$ cat src/include/snowball_defines.svh
/*
 * Widths and field positions shared by the cache, TLB and arbiter.
 * Include in any RTL file that sizes a port, a field or an array.
 */
`ifndef SNOWBALL_DEFINES_SVH
`define SNOWBALL_DEFINES_SVH

// --------------------------------------------------
// bus widths
`define SNOWBALL_ADDR_W   32   // byte address
`define SNOWBALL_DATA_W   32   // one word per line
`define SNOWBALL_PAGE_W   16   // physical and virtual page

// --------------------------------------------------
// cache and tlb fields
`define SNOWBALL_IDX_W    8    // cache index and tlb index
`define SNOWBALL_TAG_W    24   // ppage plus addr[15:8]
`define SNOWBALL_TLB_LSB  8    // tlb index starts here
`define SNOWBALL_PAGE_LSB 16   // page field starts here
`define SNOWBALL_LINES    (1 << `SNOWBALL_IDX_W)

`endif

$ cat src/rtl/snowball_pkg.sv
/*
 * Types for the snowball memory subsystem.
 * The controller FSM uses the state enum. The memory operation enum
 * travels from the controller to the arbiter and on to memory.
 */
package snowball_pkg;

  // controller FSM states
  typedef enum logic [2:0]
  {
    idle,             // waiting for a request
    lookup,           // array outputs valid, decide
    translate_fault,  // report mmu fault
    mem_wait,         // miss or write-through in flight
    respond           // hit or tlb write done
  } cache_state_e;

  // memory port operation
  typedef enum logic
  {
    op_read  = 1'b0,
    op_write = 1'b1
  } mem_op_e;

endpackage

$ cat src/rtl/mem_arbiter.sv
/*
 * Round-robin arbiter for the single memory port.
 * The cache controller and the DMA master are peers. A grant is taken in
 * an idle cycle, the request goes out on the next edge and is held until
 * mem_ack, which is steered back to the owner. A DMA write also
 * invalidates the cache line at its index.
 */
`timescale 1ns/100ps
`include "snowball_defines.svh"

module mem_arbiter
(
  input  logic                        CPU_CLK,
  input  logic                        RST,
  input  logic                        creq,
  input  snowball_pkg::mem_op_e       cop,
  input  logic [`SNOWBALL_ADDR_W-1:0] caddr,
  input  logic [`SNOWBALL_DATA_W-1:0] cwdata,
  output logic                        cack,
  output logic [`SNOWBALL_DATA_W-1:0] crdata,
  input  logic                        dma_req,
  input  logic                        dma_we,
  input  logic [`SNOWBALL_ADDR_W-1:0] dma_addr,
  input  logic [`SNOWBALL_DATA_W-1:0] dma_wdata,
  output logic                        dma_ack,
  output logic [`SNOWBALL_DATA_W-1:0] dma_rdata,
  output logic                        mem_req,
  output logic                        mem_we,
  output logic [`SNOWBALL_ADDR_W-1:0] mem_addr,
  output logic [`SNOWBALL_DATA_W-1:0] mem_wdata,
  input  logic                        mem_ack,
  input  logic [`SNOWBALL_DATA_W-1:0] mem_rdata,
  output logic                        inval,
  output logic [`SNOWBALL_IDX_W-1:0]  inval_idx
);

  import snowball_pkg::*;

  mem_op_e req_op;
  logic    grant;
  logic    own_dma;                      // owner of the current grant
  logic    prio_dma;                     // dma wins the next tie
  logic    pick_dma;
  logic    done;

  assign pick_dma = dma_req && (!creq || prio_dma);
  assign done     = grant && mem_req && mem_ack;

  always_ff @(posedge CPU_CLK)
  begin
    if (!RST)
    begin
      grant    <= 1'b0;
      own_dma  <= 1'b0;
      prio_dma <= 1'b0;
      mem_req  <= 1'b0;
    end
    else if (!grant)
    begin
      if (creq || dma_req)
      begin
        grant   <= 1'b1;
        own_dma <= pick_dma;
      end
    end
    else if (!mem_req)
      mem_req <= 1'b1;
    else if (mem_ack)
    begin
      mem_req  <= 1'b0;
      grant    <= 1'b0;
      prio_dma <= !own_dma;              // other master goes first next
    end
  end

  // request payload, latched as mem_req rises
  always_ff @(posedge CPU_CLK)
  begin
    if (grant && !mem_req)
    begin
      req_op    <= own_dma ? (dma_we ? op_write : op_read) : cop;
      mem_addr  <= own_dma ? dma_addr : caddr;
      mem_wdata <= own_dma ? dma_wdata : cwdata;
    end
  end

  assign mem_we    = (req_op == op_write);
  assign cack      = done && !own_dma;
  assign dma_ack   = done && own_dma;
  assign crdata    = mem_rdata;
  assign dma_rdata = mem_rdata;

  // snoop on dma writes
  assign inval     = dma_ack && mem_we;
  assign inval_idx = mem_addr[`SNOWBALL_IDX_W-1:0];

endmodule

$ cat config.mk
export PLATFORM = sky130hd
export DESIGN_NAME = mem_arbiter
export DESIGN_NICKNAME = d
export VERILOG_FILES = /design/src/rtl/snowball_pkg.sv /design/src/rtl/mem_arbiter.sv
export VERILOG_INCLUDE_DIRS = /design/src /design/src/include
export SDC_FILE = /design/constraint.sdc
export NUM_CORES = 1
export LEC_CHECK = 0
export ABC_AREA = 1
export BUFFER_PORTS_ARGS = -buffer_cell sky130_fd_sc_hd__buf_2
export CAP_MARGIN = 20
export CORE_AREA = 2 2 119 121
export CTS_BUF_LIST = sky130_fd_sc_hd__clkbuf_4
export DETAILED_ROUTE_END_ITERATION = 12
export DIE_AREA = 0 0 121 123
export PLACE_DENSITY = 0.6
export SLEW_MARGIN = 0
export SYNTH_ARGS = -nofsm -noshare
export SYNTH_HDL_FRONTEND = slang
export SYNTH_SLANG_ARGS = --single-unit
$ cat constraint.sdc
create_clock -name CPU_CLK -period 7.6 [get_ports CPU_CLK]
set_clock_uncertainty 0.1 [all_clocks]
set_input_delay 1.14 -clock CPU_CLK [delete_from_list [all_inputs] [get_ports CPU_CLK]]
set_output_delay 1.14 -clock CPU_CLK [all_outputs]
set_load 0.1 [all_outputs]
==> results of run 1 <==
[final cells by class]
cell class / count / area (sq um) / share of cell area
flip-flops and latches: 69 / 2030 / 0.475
repair buffers: 214 / 1080 / 0.252
multi-input cells: 212 / 822 / 0.192
well taps: 180 / 225 / 0.0526
clock buffers: 12 / 90.1 / 0.0210
clock inverters: 4 / 17.5 / 0.00409
inverters: 4 / 15.0 / 0.00350
diodes: 1 / 2.50 / 0.000584
[critical path: cells and delay by family]
kind	cells	cell delay (ns)
simple gates	2	0.47
buf+inv	2	0.52
[Yosys cell counts]
cell	number
buf_2	7
nor2_1	5
nor2_2	1
nor3b_2	1
nor3_1	1
inv_2	1
dfxtp_1	4
a21oi_1	1
nand2_1	199
nand3_1	2
inv_1	3
o21ai_0	2
buf_4	75
buf_6	5
edfxtp_1	65
[cells in the final DEF, fill, tap and decap left out]
| cell | instances |
|---|---|
| a21oi_1 | 1 |
| buf_4 | 3 |
| nand3_1 | 2 |
| nor2_1 | 4 |
| edfxtp_1 | 65 |
| nor2_2 | 1 |
| o21ai_0 | 2 |
| inv_1 | 3 |
| clkinv_1 | 2 |
| buf_2 | 211 |
| clkbuf_4 | 12 |
| nand2_1 | 199 |
| nor3_1 | 1 |
| dfxtp_1 | 3 |
| clkinv_2 | 2 |
| diode_2 | 1 |
| dfxtp_2 | 1 |
| nor2_4 | 1 |
| inv_2 | 1 |
| nor3b_2 | 1 |
[registers in the layout, indices dropped and copies added, names as in the netlist]
signal,flops
mem_wdata,32
mem_req,1
own_dma,1
mem_we,1
grant,1
mem_addr,32
prio_dma,1
[path summary, 6_finish.rpt]
check	cells after the start	slack [ns]	to	from
worst max-delay path	4	4.23	inval	mem_ack
worst min-delay path	2	0.38	prio_dma$_SDFFE_PN0P_	prio_dma$_SDFFE_PN0P_
worst max register to register	3	5.51	mem_addr[22]$_DFFE_PP_	grant$_SDFF_PN0_
worst min register to register	2	0.38	prio_dma$_SDFFE_PN0P_	prio_dma$_SDFFE_PN0P_
[kinds of logic (layout without fill, tap and decap cells)]
group	Yosys count	in the layout	synth area share
flip-flops	69	69	0.578
AO/OA/AOI/OAI	3	3	0.00427
other	0	1	0
buffers and inverters	91	234	0.190
AND/OR/NAND/NOR	209	209	0.227
[power groups by stage]
| stage | combinational, mW | clock [mW] | sequential [mW] |
|---|---|---|---|
| 3_5_place_dp | 0.345 | 0 | 0.472 |
| 4_1_cts | 0.346 | 0.209 | 0.463 |
| 3_3_place_gp | 0.344 | 0 | 0.471 |
| 6_report | 0.342 | 0.197 | 0.463 |
| 2_1_floorplan | 0.238 | 0 | 0.669 |
| 5_1_grt | 0.359 | 0.226 | 0.465 |
[through the flow]
stage | instance area (sq um) | hold slack (ns)
floorplan | 3520 | 0.347
global placement | 4170 | 0.365
detailed placement | 4170 | 0.370
CTS | 4280 | 0.385
global route | 4280 | 0.403
finish | 4280 | 0.381
[layer usage]
layer	track usage	vias to the layer above
met2	0.241	179
met3	0.0530	13
li1	-	1379
met4	0.0560	0
met5	0	-
met1	0.117	1218
==> reports/metrics.csv, run 1 <==
stage;metric;value;unit
logic_synthesis;syn_area_per_cell;9.45;sq um
run_status;run status;complete, no violations;
pwr;PwrDens;234;nW/um^2
global_routing;global route overflow;0;
sta;setup violators final;0;
cts;cts repair resizes;0;
drt;routed vias;2789;
logic_synthesis;Synthesis Warnings;0;
sta;Total Neg Setup Slack;0;ns
logic_synthesis;Cell Area, Synth;3520;sq um
pwr;net switching power;0.414;mW
drt;M1 wire length;3210;um
sta;Slew headroom;0.557;
sta;PnR worst setup slack;4.23;ns
critical_path;Critical Path RT;6.36;ns
die;CORE AREA;13600;sq um
critical_path;Worst Setup Path Type;input port to output pin;
finish;Finished Core Util;0.315;
cts;Max clock buf depth;2;
sta;final hold vios;0;
critical_path;Max Fanout on Critical Path;4;
critical_path;CP peak stage delay;0.45;ns
pwr;Pint;0.588;mW
cts;number of post-CTS setup repair buffers;0;
critical_path;crit path max-delay cell type;buf_2;
drt;highest metal used;met4;
pwr;sequential share of power;0.462;
global_routing;largest net degree at the start of global routing;68;
finish;Area growth, synth to finish;21.9;%
drt;Starting DRT DRC Count;105;
cts;Clock Tree Root;clkbuf_4;
finish;layout cells sized above 1;0.452;
logic_synthesis;sequential area share after synthesis;0.578;
drt;Routed Antenna Nets;0;
placement;dpl ws;4.13;ns
logic_synthesis;Post-Syn Instances;372;
cts;CTS clk-pin slew, worst paths;0.10;ns
global_routing;initial antenna violation count;1;
global_routing;Total GRT Usage;0.126;
cts;CTS tree;yes;
placement;HPWL Detailed;8080;um
global_routing;first-pass GRT wire length;14000;um
logic_synthesis;syn nets;539;
die;height of the die;123;um
cts;CTS buffer count;9;
drt;drt first pass iters;4;
logic_synthesis;Synth area leader;edfxtp_1;
cts;Worst-Skew Late Latency;0.40;ns
sta;RSZ-0062 raised after global routing;no;
die;Rows;43;
cts;Clock Sinks;69;
die;die width;121;um
sta;fin crit share;0.444;
flow_run;Max Cap Viol;0;
cts;hold_buf cts;0;
die;IO Pins;308;
global_routing;vias in the first global route;2592;
drt;DR WL met2;5510;um
drt;Vias/cell;4.01;
logic_synthesis;Netlist cell types;15;
pwr;total power;1.00;mW
finish;Final #Nets;677;
cts;CTS H-tree depth;3;
placement;Port Buffers;211;
critical_path;CP Cell Sequence;buf_2 > nand3_1 > nor3b_2 > buf_2;
logic_synthesis;post-synthesis sequential element count;69;
die;total die area;14900;sq um
drt;routed wire length;10000;um
placement;Placer Congestion;0.784;
finish;fillers;1429;
drt;number of remaining DRC errors;0;
pwr;Clock Power Share;0.197;
sta;FMAX;296;MHz
critical_path;CP most frequent cell;buf_2;
placement;dpl cells;679;
pwr;combinational power share;0.341;
drt;DR WL met3;1120;um
finish;fin cells;696;
pwr;Leakage;2.17;nW
drt;WL/cell;14.4;um
die;initial core utilization;0.258;
pwr;VDD IR-drop max;0.0632;mV
logic_synthesis;Synth top area share;0.555;
critical_path;Worst Path Arrival;2.13;ns
pwr;sw frac;0.413;
sta;Slew Viols, Final;0;
logic_synthesis;synth top area cells;edfxtp_1 56%, nand2_1 21%, buf_4 16%, dfxtp_1 2.3%, buf_6 1.6%;
hold_path;Hold Path Class;flop to flop;
sta;final period demand of the worst path;3.37;ns
critical_path;CP endpoint kind;output pin;
critical_path;type of origin of the critical path;input port;
sta;worst-margin pin slew;0.665;ns
Note: power is estimated with default switching activity, not from simulation.
==> run 2: changes to the inputs <==
CORE_AREA = 2 2 120 122   (was 2 2 119 121)
DIE_AREA = 0 0 122 124   (was 0 0 121 123)
PLACE_DENSITY = 0.59   (was 0.6)
clock period = 3.4 ns   (was 7.6 ns; I/O delays follow)
==> run 2 against run 1 <==
Setup slack worse by 3.6 ns. Combinational power is 120% higher. Clock power is 150% higher. Core utilization is 0.074 points lower. Design area is 0.55% higher. Via count is 0.39% higher. Critical endpoint unchanged. Largest power group unchanged.
==> reports/metrics.csv, run 2 (synthesized netlist as in run 1, its figures left out) <==
stage;metric;value;unit
cts;hold_buf cts;0;
cts;Clock Tree Root;clkbuf_4;
pwr;total power;2.30;mW
drt;Vias/cell;4.03;
sta;fin crit share;0.815;
sta;worst-margin pin slew;0.608;ns
placement;HPWL Detailed;8450;um
cts;CTS clk-pin slew, worst paths;0.10;ns
drt;number of remaining DRC errors;0;
die;CORE AREA;13700;sq um
pwr;Pint;1.37;mW
global_routing;met1 Use GR;0.121;
global_routing;initial antenna violation count;3;
drt;WL/cell;15.0;um
run_status;run status;complete, no violations;
global_routing;first-pass GRT wire length;14500;um
drt;routed vias;2800;
sta;RSZ-0062 raised after global routing;no;
global_routing;Total GRT Usage;0.131;
global_routing;gr busiest metal;met2;
pwr;net switching power;0.930;mW
cts;cts repair resizes;0;
critical_path;Max Fanout on Critical Path;32;
sta;setup violators final;0;
cts;CTS H-tree depth;3;
cts;number of post-CTS setup repair buffers;0;
die;total die area;15100;sq um
critical_path;Critical Path RT;2.79;ns
die;IO Pins;308;
placement;Placer Congestion;0.746;
finish;largest registers;mem_addr x32, mem_wdata x32;
global_routing;global routing usage on met3;0.0522;
drt;routed wire length;10500;um
cts;Clock Sinks;69;
pwr;Clock Power Share;0.214;
finish;layout cells sized above 1;0.448;
sta;Slew Viols, Final;0;
hold_path;Hold Path Class;input port to flop;
pwr;sequential share of power;0.453;
global_routing;global route overflow;0;
global_routing;vias in the first global route;2740;
finish;Area growth, synth to finish;22.5;%
cts;Worst-Skew Late Latency;0.39;ns
flow_run;Max Cap Viol;0;
finish;fin cells;695;
critical_path;crit path max-delay cell type;dfxtp_2;
placement;Port Buffers;211;
cts;CTS tree;yes;
finish;Final #Nets;677;
finish;Finished Core Util;0.314;
drt;Starting DRT DRC Count;162;
pwr;sw frac;0.405;
finish;most common cell after layout, fill and taps aside;buf_2;
global_routing;largest net degree at the start of global routing;48;
pwr;Leakage;2.17;nW
sta;final period demand of the worst path;2.77;ns
critical_path;CP endpoint kind;output pin;
critical_path;Worst Setup Path Type;flop to output pin;
drt;drt first pass iters;4;
sta;Slew headroom;0.594;
placement;dpl cells;679;
die;die width;122;um
global_routing;met2 usage;0.257;
pwr;combinational power share;0.333;
die;height of the die;124;um
critical_path;CP Buf/Inv Count;2;
sta;Total Neg Setup Slack;0;ns
sta;FMAX;361;MHz
critical_path;CP peak stage delay;0.66;ns
die;initial core utilization;0.256;
finish;most frequent cells in the layout;211 x buf_2, 199 x nand2_1, 65 x edfxtp_1;
sta;final hold vios;0;
drt;Routed Antenna Nets;0;
critical_path;Worst Path Arrival;2.16;ns
cts;CTS buffer count;9;
die;Rows;43;
cts;Max clock buf depth;2;
pwr;PwrDens;533;nW/um^2
pwr;VDD IR-drop max;0.118;mV
critical_path;type of origin of the critical path;flop;
critical_path;CP Cell Sequence;inv_2 > nor3b_2 > buf_2;
critical_path;delay-heaviest family, CP;buffers and inverters;
==> run 2: final timing paths <==
path,startpoint,to,slack [ns],cells past startpoint
max reg2reg,own_dma$_SDFFE_PN0P_,mem_addr[24]$_DFFE_PP_,1.48,4
min reg2reg,prio_dma$_SDFFE_PN0P_,prio_dma$_SDFFE_PN0P_,0.40,2
min,creq,grant$_SDFF_PN0_,0.26,3
max,own_dma$_SDFFE_PN0P_,inval,0.63,3
==> run 2: stage by stage <==
stage	hold WS (ns)	instance area, sq um	setup WS [ns]
after floorplan	0.347	3520	0.143
after CTS	0.214	4300	0.578
final	0.258	4310	0.630
after global routing	0.223	4310	0.427
after detailed placement	0.383	4190	1.02
after global placement	0.361	4190	1.07
==> run 2: worst reg2reg max path, cell delays in order, from the launching register on <==
cell,delay (ns)
dfxtp_2,0.66
inv_2,0.39
buf_4,0.36
nand2_1,0.13
nand2_1,0.05
==> run 2: power by group through the flow <==
stage	registers, mW	logic [mW]	clock network, mW
final	1.04	0.765	0.492
after CTS	1.04	0.773	0.519
after global placement	1.06	0.769	0
after floorplan	1.49	0.532	0
after detailed placement	1.06	0.773	0
after global routing	1.05	0.805	0.556
==> run 2: cell type report <==
type | instances | area (sq um)
Antenna cell | 2 | 5.00
Clock buffer | 10 | 75.1
Clock inverter | 4 | 41.3
Fill cell | 1478 | 9410
Inverter | 4 | 15.0
Multi-Input combinational cell | 212 | 822
Sequential cell | 69 | 2030
Tap cell | 180 | 225
Timing Repair Buffer | 214 | 1090
==> run 2: per-layer routing <==
layer / part of all wire / routed length [um]
met4: 0.0099 / 104
met5: 0.0012 / 13
met3: 0.11 / 1150
met1: 0.33 / 3450
met2: 0.55 / 5730
