<file path="config.mk">
export PLATFORM = sky130hd
export DESIGN_NAME = cache_ctrl
export DESIGN_NICKNAME = d
export VERILOG_FILES = /design/src/rtl/snowball_pkg.sv /design/src/rtl/cache_ctrl.sv
export VERILOG_INCLUDE_DIRS = /design/src /design/src/include
export SDC_FILE = /design/constraint.sdc
export NUM_CORES = 1
export LEC_CHECK = 0
export BUFFER_PORTS_ARGS = -buffer_cell sky130_fd_sc_hd__buf_2
export CAP_MARGIN = 20
export CORE_AREA = 10 10 155 157
export DETAILED_ROUTE_END_ITERATION = 8
export DIE_AREA = 0 0 165 167
export PLACE_DENSITY_LB_ADDON = 0.2
export REMOVE_ABC_BUFFERS = 1
export SKIP_LAST_GASP = 1
export SYNTH_ARGS = -nofsm -noshare
export SYNTH_HDL_FRONTEND = slang
export SYNTH_SLANG_ARGS = --single-unit
</file>
<file path="constraint.sdc">
create_clock -name CPU_CLK -period 5.6 [get_ports CPU_CLK]
set_input_delay 0.56 -clock CPU_CLK [delete_from_list [all_inputs] [get_ports CPU_CLK]]
set_output_delay 0.56 -clock CPU_CLK [all_outputs]
set_load 0.005 [all_outputs]
</file>
<file path="src/include/snowball_defines.svh">
/*
 * Widths and field positions shared by the cache, TLB and arbiter.
 * Include in any RTL file that sizes a port, a field or an array.
 */
`ifndef SNOWBALL_DEFINES_SVH
`define SNOWBALL_DEFINES_SVH

// --------------------------------------------------
// bus widths
`define SNOWBALL_ADDR_W   32   // byte address
`define SNOWBALL_DATA_W   32   // one word per line
`define SNOWBALL_PAGE_W   16   // physical and virtual page

// --------------------------------------------------
// cache and tlb fields
`define SNOWBALL_IDX_W    8    // cache index and tlb index
`define SNOWBALL_TAG_W    24   // ppage plus addr[15:8]
`define SNOWBALL_TLB_LSB  8    // tlb index starts here
`define SNOWBALL_PAGE_LSB 16   // page field starts here
`define SNOWBALL_LINES    (1 << `SNOWBALL_IDX_W)

`endif

</file>
<file path="src/rtl/snowball_pkg.sv">
/*
 * Types for the snowball memory subsystem.
 * The controller FSM uses the state enum. The memory operation enum
 * travels from the controller to the arbiter and on to memory.
 */
package snowball_pkg;

  // controller FSM states
  typedef enum logic [2:0]
  {
    idle,             // waiting for a request
    lookup,           // array outputs valid, decide
    translate_fault,  // report mmu fault
    mem_wait,         // miss or write-through in flight
    respond           // hit or tlb write done
  } cache_state_e;

  // memory port operation
  typedef enum logic
  {
    op_read  = 1'b0,
    op_write = 1'b1
  } mem_op_e;

endpackage

</file>
<file path="src/rtl/cache_ctrl.sv">
/*
 * CPU request engine of the write-through cache.
 * A request is captured when the FSM is idle, the arrays are read on the
 * same edge, and the lookup cycle decides between hit, fault, TLB write
 * and a memory access. Misses fill the line, writes update it, and
 * inhibited reads bypass it. A TLB write takes cpu_wdata as
 * {ppage, vtag} at the entry selected by cpu_addr[15:8].
 */
`timescale 1ns/100ps
`include "snowball_defines.svh"

module cache_ctrl
(
  input  logic                         CPU_CLK,
  input  logic                         RST,
  // cpu side
  input  logic                         cpu_en,
  input  logic                         cpu_we,
  input  logic                         tlb_we,
  input  logic [`SNOWBALL_ADDR_W-1:0]  cpu_addr,
  input  logic [`SNOWBALL_DATA_W-1:0]  cpu_wdata,
  input  logic                         vmem_en,
  input  logic                         cache_inhibit,
  output logic [`SNOWBALL_DATA_W-1:0]  cpu_rdata,
  output logic                         cpu_busy,
  output logic                         mmu_fault,
  // array reads
  output logic                         rd_en,
  output logic [`SNOWBALL_IDX_W-1:0]   rd_idx,
  output logic [`SNOWBALL_IDX_W-1:0]   tlb_rd_idx,
  input  logic [`SNOWBALL_TAG_W-1:0]   rd_tag,
  input  logic [`SNOWBALL_DATA_W-1:0]  rd_data,
  input  logic                         rd_valid,
  input  logic [`SNOWBALL_PAGE_W-1:0]  ppage,
  input  logic                         fault,
  output logic [`SNOWBALL_PAGE_W-1:0]  tlb_chk_vtag,
  output logic                         tlb_vmem,
  // array writes
  output logic                         arr_wr_en,
  output logic [`SNOWBALL_IDX_W-1:0]   arr_wr_idx,
  output logic [`SNOWBALL_TAG_W-1:0]   arr_wr_tag,
  output logic [`SNOWBALL_DATA_W-1:0]  arr_wr_data,
  output logic                         tlb_wr_en,
  output logic [`SNOWBALL_IDX_W-1:0]   tlb_wr_idx,
  output logic [`SNOWBALL_PAGE_W-1:0]  tlb_wr_ppage,
  output logic [`SNOWBALL_PAGE_W-1:0]  tlb_wr_vtag,
  // memory request
  output logic                         creq,
  output snowball_pkg::mem_op_e        cop,
  output logic [`SNOWBALL_ADDR_W-1:0]  caddr,
  output logic [`SNOWBALL_DATA_W-1:0]  cwdata,
  input  logic                         cack,
  input  logic [`SNOWBALL_DATA_W-1:0]  crdata
);

  import snowball_pkg::*;

  cache_state_e                 state;
  logic                         accept;
  logic                         hit;
  logic [`SNOWBALL_ADDR_W-1:0]  paddr;
  logic [`SNOWBALL_ADDR_W-1:0]  cyc_addr;
  logic [`SNOWBALL_DATA_W-1:0]  cyc_wdata;
  logic                         cyc_we;
  logic                         cyc_tlb;
  logic                         cyc_vmem;
  logic                         cyc_inhibit;

  // --------------------------------------------------
  // request capture and array read
  assign accept     = (cpu_en || tlb_we) && !cpu_busy && (state == idle);
  assign rd_en      = accept;
  assign rd_idx     = cpu_addr[`SNOWBALL_IDX_W-1:0];
  assign tlb_rd_idx = cpu_addr[`SNOWBALL_TLB_LSB +: `SNOWBALL_IDX_W];

  assign tlb_chk_vtag = cyc_addr[`SNOWBALL_PAGE_LSB +: `SNOWBALL_PAGE_W];
  assign tlb_vmem     = cyc_vmem;

  assign paddr = {ppage, cyc_addr[`SNOWBALL_PAGE_LSB-1:0]};   // physical address
  assign hit   = rd_valid && (rd_tag == paddr[`SNOWBALL_ADDR_W-1 -: `SNOWBALL_TAG_W]);

  // --------------------------------------------------
  // array and tlb writes
  assign arr_wr_en   = (state == mem_wait) && creq && cack && (cyc_we || !cyc_inhibit);
  assign arr_wr_idx  = cyc_addr[`SNOWBALL_IDX_W-1:0];
  assign arr_wr_tag  = paddr[`SNOWBALL_ADDR_W-1 -: `SNOWBALL_TAG_W];
  assign arr_wr_data = cyc_we ? cyc_wdata : crdata;        // update or fill

  assign tlb_wr_en    = (state == lookup) && cyc_tlb;
  assign tlb_wr_idx   = cyc_addr[`SNOWBALL_TLB_LSB +: `SNOWBALL_IDX_W];
  assign tlb_wr_ppage = cyc_wdata[`SNOWBALL_DATA_W-1 -: `SNOWBALL_PAGE_W];
  assign tlb_wr_vtag  = cyc_wdata[`SNOWBALL_PAGE_W-1:0];

  // held from creq to cack since the cycle registers only move on accept
  assign cop    = cyc_we ? op_write : op_read;
  assign caddr  = paddr;
  assign cwdata = cyc_wdata;

  // --------------------------------------------------
  // FSM
  always_ff @(posedge CPU_CLK)
  begin
    if (!RST)
    begin
      state     <= idle;
      cpu_busy  <= 1'b0;
      mmu_fault <= 1'b0;
      creq      <= 1'b0;
    end
    else
    begin
      mmu_fault <= 1'b0;                 // one cycle pulse
      case (state)
        idle:
        begin
          if (accept)
            state <= lookup;
        end
        lookup:
        begin
          cpu_busy <= 1'b1;
          if (cyc_tlb)
            state <= respond;            // entry written this edge
          else if (fault)
            state <= translate_fault;
          else if (cyc_we || cyc_inhibit || !hit)
            state <= mem_wait;
          else
            state <= respond;
        end
        translate_fault:
        begin
          mmu_fault <= 1'b1;
          cpu_busy  <= 1'b0;
          state     <= idle;
        end
        mem_wait:
        begin
          if (!creq)
            creq <= 1'b1;                // one edge after lookup
          else if (cack)
          begin
            creq     <= 1'b0;
            cpu_busy <= 1'b0;
            state    <= idle;
          end
        end
        respond:
        begin
          cpu_busy <= 1'b0;
          state    <= idle;
        end
        default:
          state <= idle;
      endcase
    end
  end

  // --------------------------------------------------
  // cycle registers and read data
  always_ff @(posedge CPU_CLK)
  begin
    if (accept)
    begin
      cyc_addr    <= cpu_addr;
      cyc_wdata   <= cpu_wdata;
      cyc_we      <= cpu_we && !tlb_we;
      cyc_tlb     <= tlb_we;
      cyc_vmem    <= vmem_en;
      cyc_inhibit <= cache_inhibit;
    end
    if ((state == respond) && !cyc_tlb)
      cpu_rdata <= rd_data;              // read hit
    else if ((state == mem_wait) && creq && cack && !cyc_we)
      cpu_rdata <= crdata;               // miss or inhibited read
  end

endmodule

</file>
==> flow_summary.json, run 1 <==
{
  "final_area_mm2": 0.00711,
  "yosys-top-cells-area": "edfxtp_1 58%, buf_4 15%, mux2_2 13%",
  "h-tree-depth": 3,
  "relSlewSlack_pct": 34.6,
  "final_common_cell": "buf_2",
  "cts-root-buf": "clkbuf_16",
  "die_y_um": 167,
  "clockBufferDepth": 2,
  "ys_ff_latch": 106,
  "dp_hpwl_um": 16800,
  "via_count": 3931,
  "clk_latency_ns": 0.36,
  "yosysWarnings": 0,
  "io_pins": 418,
  "synth_compound_area_share_pct": 1.72,
  "track_usage_pct": 13.5,
  "synthDistinctLibCells": 30,
  "cts_tree": "built",
  "wl_per_cell_um": 20.7,
  "synth_adder_area_share_pct": 0,
  "multi_input_area_mm2": 0.00120,
  "netlist.area_leader.share_pct": 58.0,
  "drc_errors": 0,
  "startpoint_type": "flip-flop",
  "dr.pass1.iters": 5,
  "drive_gt1_share_pct": 73.9,
  "grt_max_degree": 43,
  "gp_congestion": 0.899,
  "initial_core_util_pct": 24.9,
  "io_buffers": 417,
  "synthMuxAreaShare_pct": 13.9,
  "antenna_left": 0,
  "area_growth_pct": 37.4,
  "worst_hold_path.endpoint": "cyc_addr[24]",
  "overflow": 0,
  "yosys.area_share.xor_xnor_pct": 4.06,
  "regToRegEndpoint": "cpu_rdata[0]",
  "hp-class": "in2reg",
  "fmax_mhz": 410,
  "hold_buffers": 0,
  "via_per_inst": 4.12,
  "ff2ff_setup_slack_ns": 3.48,
  "hold_violations": 0,
  "nets": 852,
  "std_cell_rows": 53,
  "antenna_found_initial": 4,
  "outcome": "finished clean",
  "syn_area_per_cell_um2": 14.6,
  "critPathRequiredTime_ns": 5.04,
  "grt_setup_unrepaired": "no",
  "met1Wirelength_um": 6570,
  "setup_viol": 0,
  "nFillCells": 2162,
  "p_leak_nw": 3.22,
  "grt_pass1_vias": 4491,
  "fin_crit_ns": 2.44,
  "skew_ns": 0.0161,
  "die-area_mm2": 0.0276,
  "ys_seq_area_share_pct": 60.3,
  "cts_setup_buffers": 0,
  "r2r_start": "state[2]",
  "placed_cell_area_mm2": 0.00681,
  "worst_pin_slew_ns": 0.979,
  "diodes": 0,
  "wl_met2_um": 10800,
  "met3_length_um": 1970,
  "drt-initial-drc-count": 158,
  "holdWs_ns": 0.373,
  "worst-path-max-fanout": 42,
  "synth_top_area_cell": "edfxtp_1",
  "synth_top_family_by_area": "buffers and inverters",
  "synthCells": 354,
  "post-route-util_pct": 34.1,
  "crit_path_end_kind": "output port",
  "grt_pass1_wl_um": 27900,
  "layout_common_cells": "417 x buf_2, 100 x edfxtp_1, 59 x mux2_2, 20 x xor2_1, 9 x clkbuf_16",
  "ir_worst_vdd_mv": 0.150,
  "period_share_pct": 43.5,
  "clock-sinks": 106,
  "wl_um": 19700,
  "path_class": "reg2out",
  "synthSimpleGateAreaFrac_pct": 3.26,
  "top_layer_used": "met5",
  "hold_start": "cpu_addr[24]",
  "rr_worst_depth": 4,
  "coreArea_mm2": 0.0208,
  "powerDensity_mw_per_mm2": 424,
  "seq_area_mm2": 0.00312,
  "synth_area_mm2": 0.00517,
  "cts_resized": 0,
  "numCtsBuffers": 9,
  "clk_pin_slew_ns": 0.09,
  "drv_slew": 0,
  "arrival_ns": 1.88,
  "drv_cap": 0,
  "die_x_um": 165,
  "min_delay_path_depth": 1
}
[worst max-delay path, stage by stage, from the launching register on]
cell and delay, ns:
dfxtp_1 0.39, nor2_2 0.12, inv_2 0.08, nor3_2 0.20, buf_4 0.49, buf_2 0.22
[registers in the layout, indices dropped and copies added (netlist names)]
name	cells
cpu_rdata	32
cwdata	32
cyc_addr	32
state	3
cpu_busy	1
creq	1
cyc_inhibit	1
cyc_tlb	1
cyc_we	1
mmu_fault	1
tlb_vmem	1
[worst max path at each step]
stage / from / end / cells after the start
3_5_place_dp: ppage[4] / state[0] / 6
3_3_place_gp: ppage[4] / state[0] / 6
2_1_floorplan: cpu_en / cwdata[0] / 2
6_report: state[0] / rd_en / 5
5_1_grt: state[0] / rd_en / 5
4_1_cts: state[0] / rd_en / 5
[metrics by stage]
step,setup slack [ns],cells,power (W),TNS (ns)
after floorplan,-0.335,242,0.00174,-23.12
after global placement,3.25,938,0.00243,0
after detailed placement,3.25,938,0.00244,0
after CTS,3.13,954,0.00310,0
after global routing,3.02,954,0.00321,0
final,3.16,954,0.00302,0
[layer usage]
metal	up-vias	GRT usage, %
li1	1805	-
met1	1852	12.7
met2	247	25.9
met3	23	5.10
met4	4	3.89
met5	-	0
[synthesized netlist by cell type, drive strengths merged]
cell,instances
nand2b,1
nor4,7
buf,112
and3,1
a32oi,1
mux2,64
xor2,20
o21ai,1
dfxtp,6
nor3,3
a21oi,5
o21ba,1
o31ai,1
edfxtp,100
o21bai,2
inv,5
a2111oi,2
nor3b,1
nand2,2
nor2b,1
nand3,4
xnor2,4
nor2,8
nand4,2
[report_power, final]
| group | total, W | switching (W) | internal (W) |
|---|---|---|---|
| sequential | 0.00131 | 0.000143 | 0.00117 |
| combinational | 0.00106 | 0.000572 | 0.000492 |
| clock | 0.000643 | 0.000326 | 0.000317 |
| total | 0.00302 | 0.00104 | 0.00197 |
[layout make-up]
cell class,count,share of cell area (%)
sequential,106,43.9
timing repair buffer,421,29.8
clock inverter,7,1.09
clock buffer,9,3.17
inverter,5,0.264
tap,275,4.84
multi-input combinational,131,16.9
[logic make-up after synthesis]
| group | after synthesis |
|---|---|
| flip-flops | 106 |
| XOR/XNOR | 24 |
| buffers and inverters | 117 |
| AND/OR/NAND/NOR | 30 |
| multiplexers | 64 |
| AO/OA/AOI/OAI | 13 |
Power figures use the tool's default switching activity.
==> run 2: changes to the inputs <==
--- a/config.mk
+++ b/config.mk
@@ -8,9 +8,9 @@
 export LEC_CHECK = 0
 export BUFFER_PORTS_ARGS = -buffer_cell sky130_fd_sc_hd__buf_2
 export CAP_MARGIN = 20
-export CORE_AREA = 10 10 155 157
+export CORE_AREA = 10 10 153 155
 export DETAILED_ROUTE_END_ITERATION = 8
-export DIE_AREA = 0 0 165 167
+export DIE_AREA = 0 0 163 165
 export PLACE_DENSITY_LB_ADDON = 0.2
 export REMOVE_ABC_BUFFERS = 1
 export SKIP_LAST_GASP = 1
==> constraint.sdc (replaced) <==
create_clock -name CPU_CLK -period 2.5 [get_ports CPU_CLK]
set_input_delay 0.25 -clock CPU_CLK [delete_from_list [all_inputs] [get_ports CPU_CLK]]
set_output_delay 0.25 -clock CPU_CLK [all_outputs]
set_load 0.005 [all_outputs]
==> flow_summary.json, run 2 (synthesized netlist as in run 1, its figures left out) <==
{
  "outcome": "finished clean",
  "post-route-util_pct": 35.4,
  "numCtsBuffers": 9,
  "die_x_um": 163,
  "antenna_found_initial": 3,
  "die_y_um": 165,
  "grt_max_degree": 70,
  "wl_um": 20100,
  "ir_worst_vdd_mv": 0.610,
  "track_usage_pct": 13.8,
  "die-area_mm2": 0.0269,
  "p_leak_nw": 3.24,
  "std_cell_rows": 52,
  "setup_viol": 0,
  "clk_latency_ns": 0.36,
  "relSlewSlack_pct": 69.1,
  "multi_input_area_mm2": 0.00120,
  "critPathRequiredTime_ns": 2.25,
  "startpoint_type": "flip-flop",
  "overflow": 0,
  "via_count": 3969,
  "period_share_pct": 82.0,
  "dp_hpwl_um": 16700,
  "wl_per_cell_um": 21.1,
  "area_growth_pct": 38.1,
  "fin_crit_ns": 2.05,
  "grt_pass1_vias": 4486,
  "via_per_inst": 4.17,
  "drv_cap": 0,
  "coreArea_mm2": 0.0202,
  "initial_core_util_pct": 25.7,
  "drc_errors": 0,
  "cts_setup_buffers": 0,
  "nFillCells": 2071,
  "io_pins": 418,
  "grt_setup_unrepaired": "no",
  "antenna_left": 0,
  "drv_slew": 0,
  "drive_gt1_share_pct": 74.0,
  "hp-class": "in2reg",
  "path_class": "reg2out",
  "critPathBufInv": 3,
  "cts_resized": 0,
  "layout_common_cells": "417 x buf_2, 100 x edfxtp_1, 59 x mux2_2, 20 x xor2_1, 9 x clkbuf_16",
  "hold_violations": 0,
  "crit_path_end_kind": "output port",
  "dp.cells": 934,
  "critPathSlowestCell": "dfxtp_1",
  "final_area_mm2": 0.00714,
  "arrival_ns": 1.80,
  "clock-sinks": 106,
  "nets": 853,
  "final_common_cell": "buf_2",
  "worst_pin_slew_ns": 0.464,
  "seq_area_mm2": 0.00312,
  "worst_slack_ns": 0.451,
  "grt_pass1_wl_um": 27700,
  "placed_cell_area_mm2": 0.00683,
  "place_ws_ns": 0.611,
  "cts_tree": "built",
  "hold_buffers": 0,
  "powerDensity_mw_per_mm2": 951,
  "skew_ns": 0.0153,
  "drt-initial-drc-count": 161,
  "worst-path-max-fanout": 69,
  "clockBufferDepth": 2,
  "cts-root-buf": "clkbuf_16",
  "worstPathCellList": "nor2_2 -> inv_2 -> nor3_2 -> buf_12 -> buf_2",
  "gp_congestion": 0.823,
  "io_buffers": 417,
  "clk_pin_slew_ns": 0.08,
  "slowest_delay_ns": 0.39,
  "h-tree-depth": 3,
  "fmax_mhz": 488,
  "cpLargestDelayFamily": "buffers and inverters",
  "dr.pass1.iters": 4,
  "finalNonFillerCells": 952
}
## run 2: changes by cell type in the layout (fill, tap and decap cells not counted)
cell and change:
buf_12 +2, buf_4 -1, diode_2 +2, inv_6 -1, inv_8 +1
## run 2: area by class of cell
cell class | count | share of cell area [%]
Sequential cell | 106 | 43.7
Timing Repair Buffer | 422 | 30.1
Multi-Input combinational cell | 131 | 16.9
Tap cell | 270 | 4.73
Clock buffer | 9 | 3.15
Clock inverter | 7 | 1.12
Inverter | 5 | 0.263
Antenna cell | 2 | 0.0701
## run 2: worst register-to-register path: cells and delay by family (launching register included)
family | cells | cell delay (ns)
simple gates | 2 | 0.32
flops | 1 | 0.39
buf+inv | 2 | 0.52
mux | 1 | 0.41
## run 2: final timing paths
check	startpoint	to	slack (ns)	cells past startpoint
max	state[0]	rd_en	0.45	5
min	cpu_wdata[30]	cwdata[30]	0.06	1
max reg2reg	state[0]	cpu_rdata[1]	0.61	5
min reg2reg	cpu_busy	cpu_busy	0.51	2
## run 2: per-layer routing
layer / routed length (um) / vias up / GRT usage [%]
li1: - / 1825 / -
met1: 6930 / 1862 / 13.4
met2: 10700 / 259 / 25.4
met3: 2110 / 21 / 6.20
met4: 358 / 2 / 4.71
met5: 20 / - / 0
## run 2: stage by stage
step / hold slack (ns) / setup TNS (ns) / total power (W)
2_1_floorplan: 0.349 / -244.83 / 0.00312
3_3_place_gp: 0.427 / 0 / 0.00546
3_5_place_dp: 0.428 / 0 / 0.00548
4_1_cts: 0.0460 / 0 / 0.00697
5_1_grt: 0.0376 / 0 / 0.00723
6_report: 0.0630 / 0 / 0.00679
## run 2: power breakdown
part           internal, W  switching (W)
registers          0.00261       0.000295
logic              0.00113        0.00130
clock network     0.000714       0.000742
==> run 3: changes to the inputs <==
--- a/config.mk
+++ b/config.mk
@@ -6,6 +6,7 @@
 export SDC_FILE = /design/constraint.sdc
 export NUM_CORES = 1
 export LEC_CHECK = 0
+export ABC_AREA = 1
 export BUFFER_PORTS_ARGS = -buffer_cell sky130_fd_sc_hd__buf_2
 export CAP_MARGIN = 20
 export CORE_AREA = 10 10 153 155
==> constraint.sdc (replaced) <==
create_clock -name CPU_CLK -period 1.85 [get_ports CPU_CLK]
set_input_delay 0.185 -clock CPU_CLK [delete_from_list [all_inputs] [get_ports CPU_CLK]]
set_output_delay 0.185 -clock CPU_CLK [all_outputs]
set_load 0.005 [all_outputs]
==> flow_summary.json, run 3 <==
{
  "outcome": "finished clean",
  "cts-root-buf": "clkbuf_16",
  "antenna_left": 0,
  "hold_violations": 0,
  "arrival_ns": 1.57,
  "h-tree-depth": 3,
  "synthCells": 546,
  "regToRegEndpoint": "state[1]",
  "worst_slack_ns": 0.0914,
  "drive_gt1_share_pct": 48.8,
  "wl_per_cell_um": 16.8,
  "dr.pass1.iters": 4,
  "io_pins": 418,
  "track_usage_pct": 13.7,
  "grt_max_degree": 43,
  "p_leak_nw": 4.02,
  "hp-class": "in2reg",
  "clock-sinks": 106,
  "drt-initial-drc-count": 228,
  "nets": 1100,
  "via_count": 4732,
  "yosysWarnings": 0,
  "synthDistinctLibCells": 23,
  "worstPathCellList": "buf_12 -> o21ai_0 -> buf_2",
  "drc_errors": 0,
  "io_buffers": 417,
  "path_class": "reg2out",
  "via_per_inst": 3.95,
  "fmax_mhz": 569,
  "r2r_start": "cyc_we",
  "skew_ns": 0.00969,
  "die_y_um": 165,
  "clockBufferDepth": 2,
  "relSlewSlack_pct": 73.1,
  "finalNonFillerCells": 1198,
  "crit_path_end_kind": "output port",
  "grt_pass1_vias": 5058,
  "async_reset_ff_share_pct": 0,
  "ir_worst_vdd_mv": 0.530,
  "critPathRequiredTime_ns": 1.66,
  "cp.depth": 3,
  "std_cell_rows": 52,
  "crit_end": "arr_wr_data[16]",
  "setup_viol": 0,
  "worst_pin_slew_ns": 0.402,
  "post-synth-top-count-cell": "buf_4",
  "cpLargestDelayFamily": "flip-flops",
  "area_growth_pct": 48.9,
  "synth_area_mm2": 0.00536,
  "die-area_mm2": 0.0269,
  "nFillCells": 2036,
  "antenna_found_initial": 1,
  "critPathSlowestCell": "edfxtp_1",
  "yosys-top-cells-area": "edfxtp_1 56%, buf_4 15%, nand2_1 6.7%",
  "netlist.area_leader.share_pct": 56.0,
  "grt_pass1_wl_um": 28700,
  "clk_pin_slew_ns": 0.07,
  "drv_slew": 0,
  "dp_hpwl_um": 16100,
  "fin_crit_ns": 1.76,
  "initial_core_util_pct": 26.6,
  "cts_tree": "built",
  "ff2ff_setup_slack_ns": 0.18,
  "coreArea_mm2": 0.0202,
  "synthFlopType": "edfxtp_1",
  "slowest_delay_ns": 0.48,
  "clk_latency_ns": 0.35,
  "setup_tns_ns": 0,
  "overflow": 0,
  "drv_cap": 0,
  "numCtsBuffers": 9,
  "final_common_cell": "buf_2",
  "finalPower_w": 0.00797,
  "layout_common_cells": "417 x buf_2, 100 x edfxtp_1, 94 x nand2_1, 76 x inv_1, 59 x nor2_1",
  "gp_congestion": 0.795,
  "synth_edf_count": 100,
  "worst-path-max-fanout": 39,
  "crit_start": "cyc_we",
  "ys_ff_latch": 106,
  "min_delay_path_depth": 1,
  "critPathBufInv": 2,
  "period_share_pct": 95.1,
  "wl_um": 20100,
  "ys_seq_area_share_pct": 58.3,
  "powerDensity_mw_per_mm2": 999,
  "ys_top_cells_by_count": "106 x buf_4, 100 x edfxtp_1, 95 x nand2_1",
  "rr_worst_depth": 10,
  "syn_area_per_cell_um2": 9.81,
  "startpoint_type": "flip-flop",
  "dp.cells": 1123,
  "synth_top_area_cell": "edfxtp_1",
  "die_x_um": 163,
  "grt_setup_unrepaired": "yes",
  "place_ws_ns": 0.175
}
-- run 3: cell count changes after synthesis, sizes merged, moves of 5 or more --
cell | before | now
inv | 5 | 76
mux2 | 64 | 0
a21oi | 5 | 35
nand2 | 2 | 96
o21ai | 1 | 34
nor4 | 7 | 2
clkbuf | 0 | 7
xor2 | 20 | 3
nor2 | 8 | 62
-- run 3: routing by layer --
metal  track usage (%)  vias to the layer above  wire, um
li1                  -                     2396         -
met1              14.4                     2100      7470
met2              24.4                      224     10300
met3              6.25                       12      2130
met4              3.40                        0       214
met5                 0                        -         0
-- run 3: worst min path at each step --
stage | startpoint | to | slack (ns)
2_1_floorplan | cpu_wdata[0] | cwdata[0] | 0.28
3_3_place_gp | cpu_wdata[13] | cwdata[13] | 0.36
3_5_place_dp | cpu_wdata[0] | cwdata[0] | 0.36
4_1_cts | cpu_addr[3] | cyc_addr[3] | 0.003
5_1_grt | cpu_addr[3] | cyc_addr[3] | 0.003
6_report | cpu_addr[28] | cyc_addr[28] | 0.02
-- run 3: cell type report --
type	instances	area (um^2)	area share [%]
timing repair buffer	483	2800	35.1
inverter	77	290	3.64
antenna	1	2.50	0.0314
multi-input combinational	245	1090	13.7
tap	270	338	4.23
clock buffer	9	225	2.82
sequential	106	3120	39.1
clock inverter	7	111	1.40
-- run 3: worst register-to-register path: stages, from the launching register on --
cell,delay (ns)
edfxtp_1,0.48
buf_4,0.17
buf_4,0.14
clkinv_2,0.06
nand2_2,0.04
nor2_2,0.07
nand3_1,0.09
nor2_1,0.21
nand4_1,0.15
nand3_1,0.09
a21oi_1,0.06
-- run 3: timing repair --
action                     4_1_cts  5_1_grt
hold buffers                    52        2
gates resized for setup          0        2
cloned                           0        1
buffers inserted                 1        2
setup endpoints to repair        1       26
pin swaps                        0        1
hold endpoints to repair        52        2
-- run 3: kinds of logic (layout without fill, tap and decap cells) --
group                     count (synthesis)  after routing  share of synthesized area (%)
AOI/OAI and AO/OA                        73             73                           6.98
other                                     0              1                              0
buffers and inverters                   195            576                           21.8
xor gates and xnor gates                  5              5                          0.817
DFF                                     106            106                           58.3
and+or+nand+nor                         167            167                           12.1
-- run 3: through the flow --
step	hold WS [ns]	utilization (%)	instance area (um^2)
detailed placement	0.363	35.0	7050
CTS	0.00302	39.2	7910
floorplan	0.284	-	4480
finish	0.0232	39.6	7980
global route	0.00336	39.6	7980
global placement	0.361	35.0	7050
-- run 3: report_power, final --
group | switching (W) | total [W] | internal, W | leakage, nW
Sequential | 0.000268 | 0.00343 | 0.00316 | 0.991
Clock | 0.000949 | 0.00217 | 0.00122 | 0.164
Combinational | 0.00127 | 0.00237 | 0.00110 | 2.87
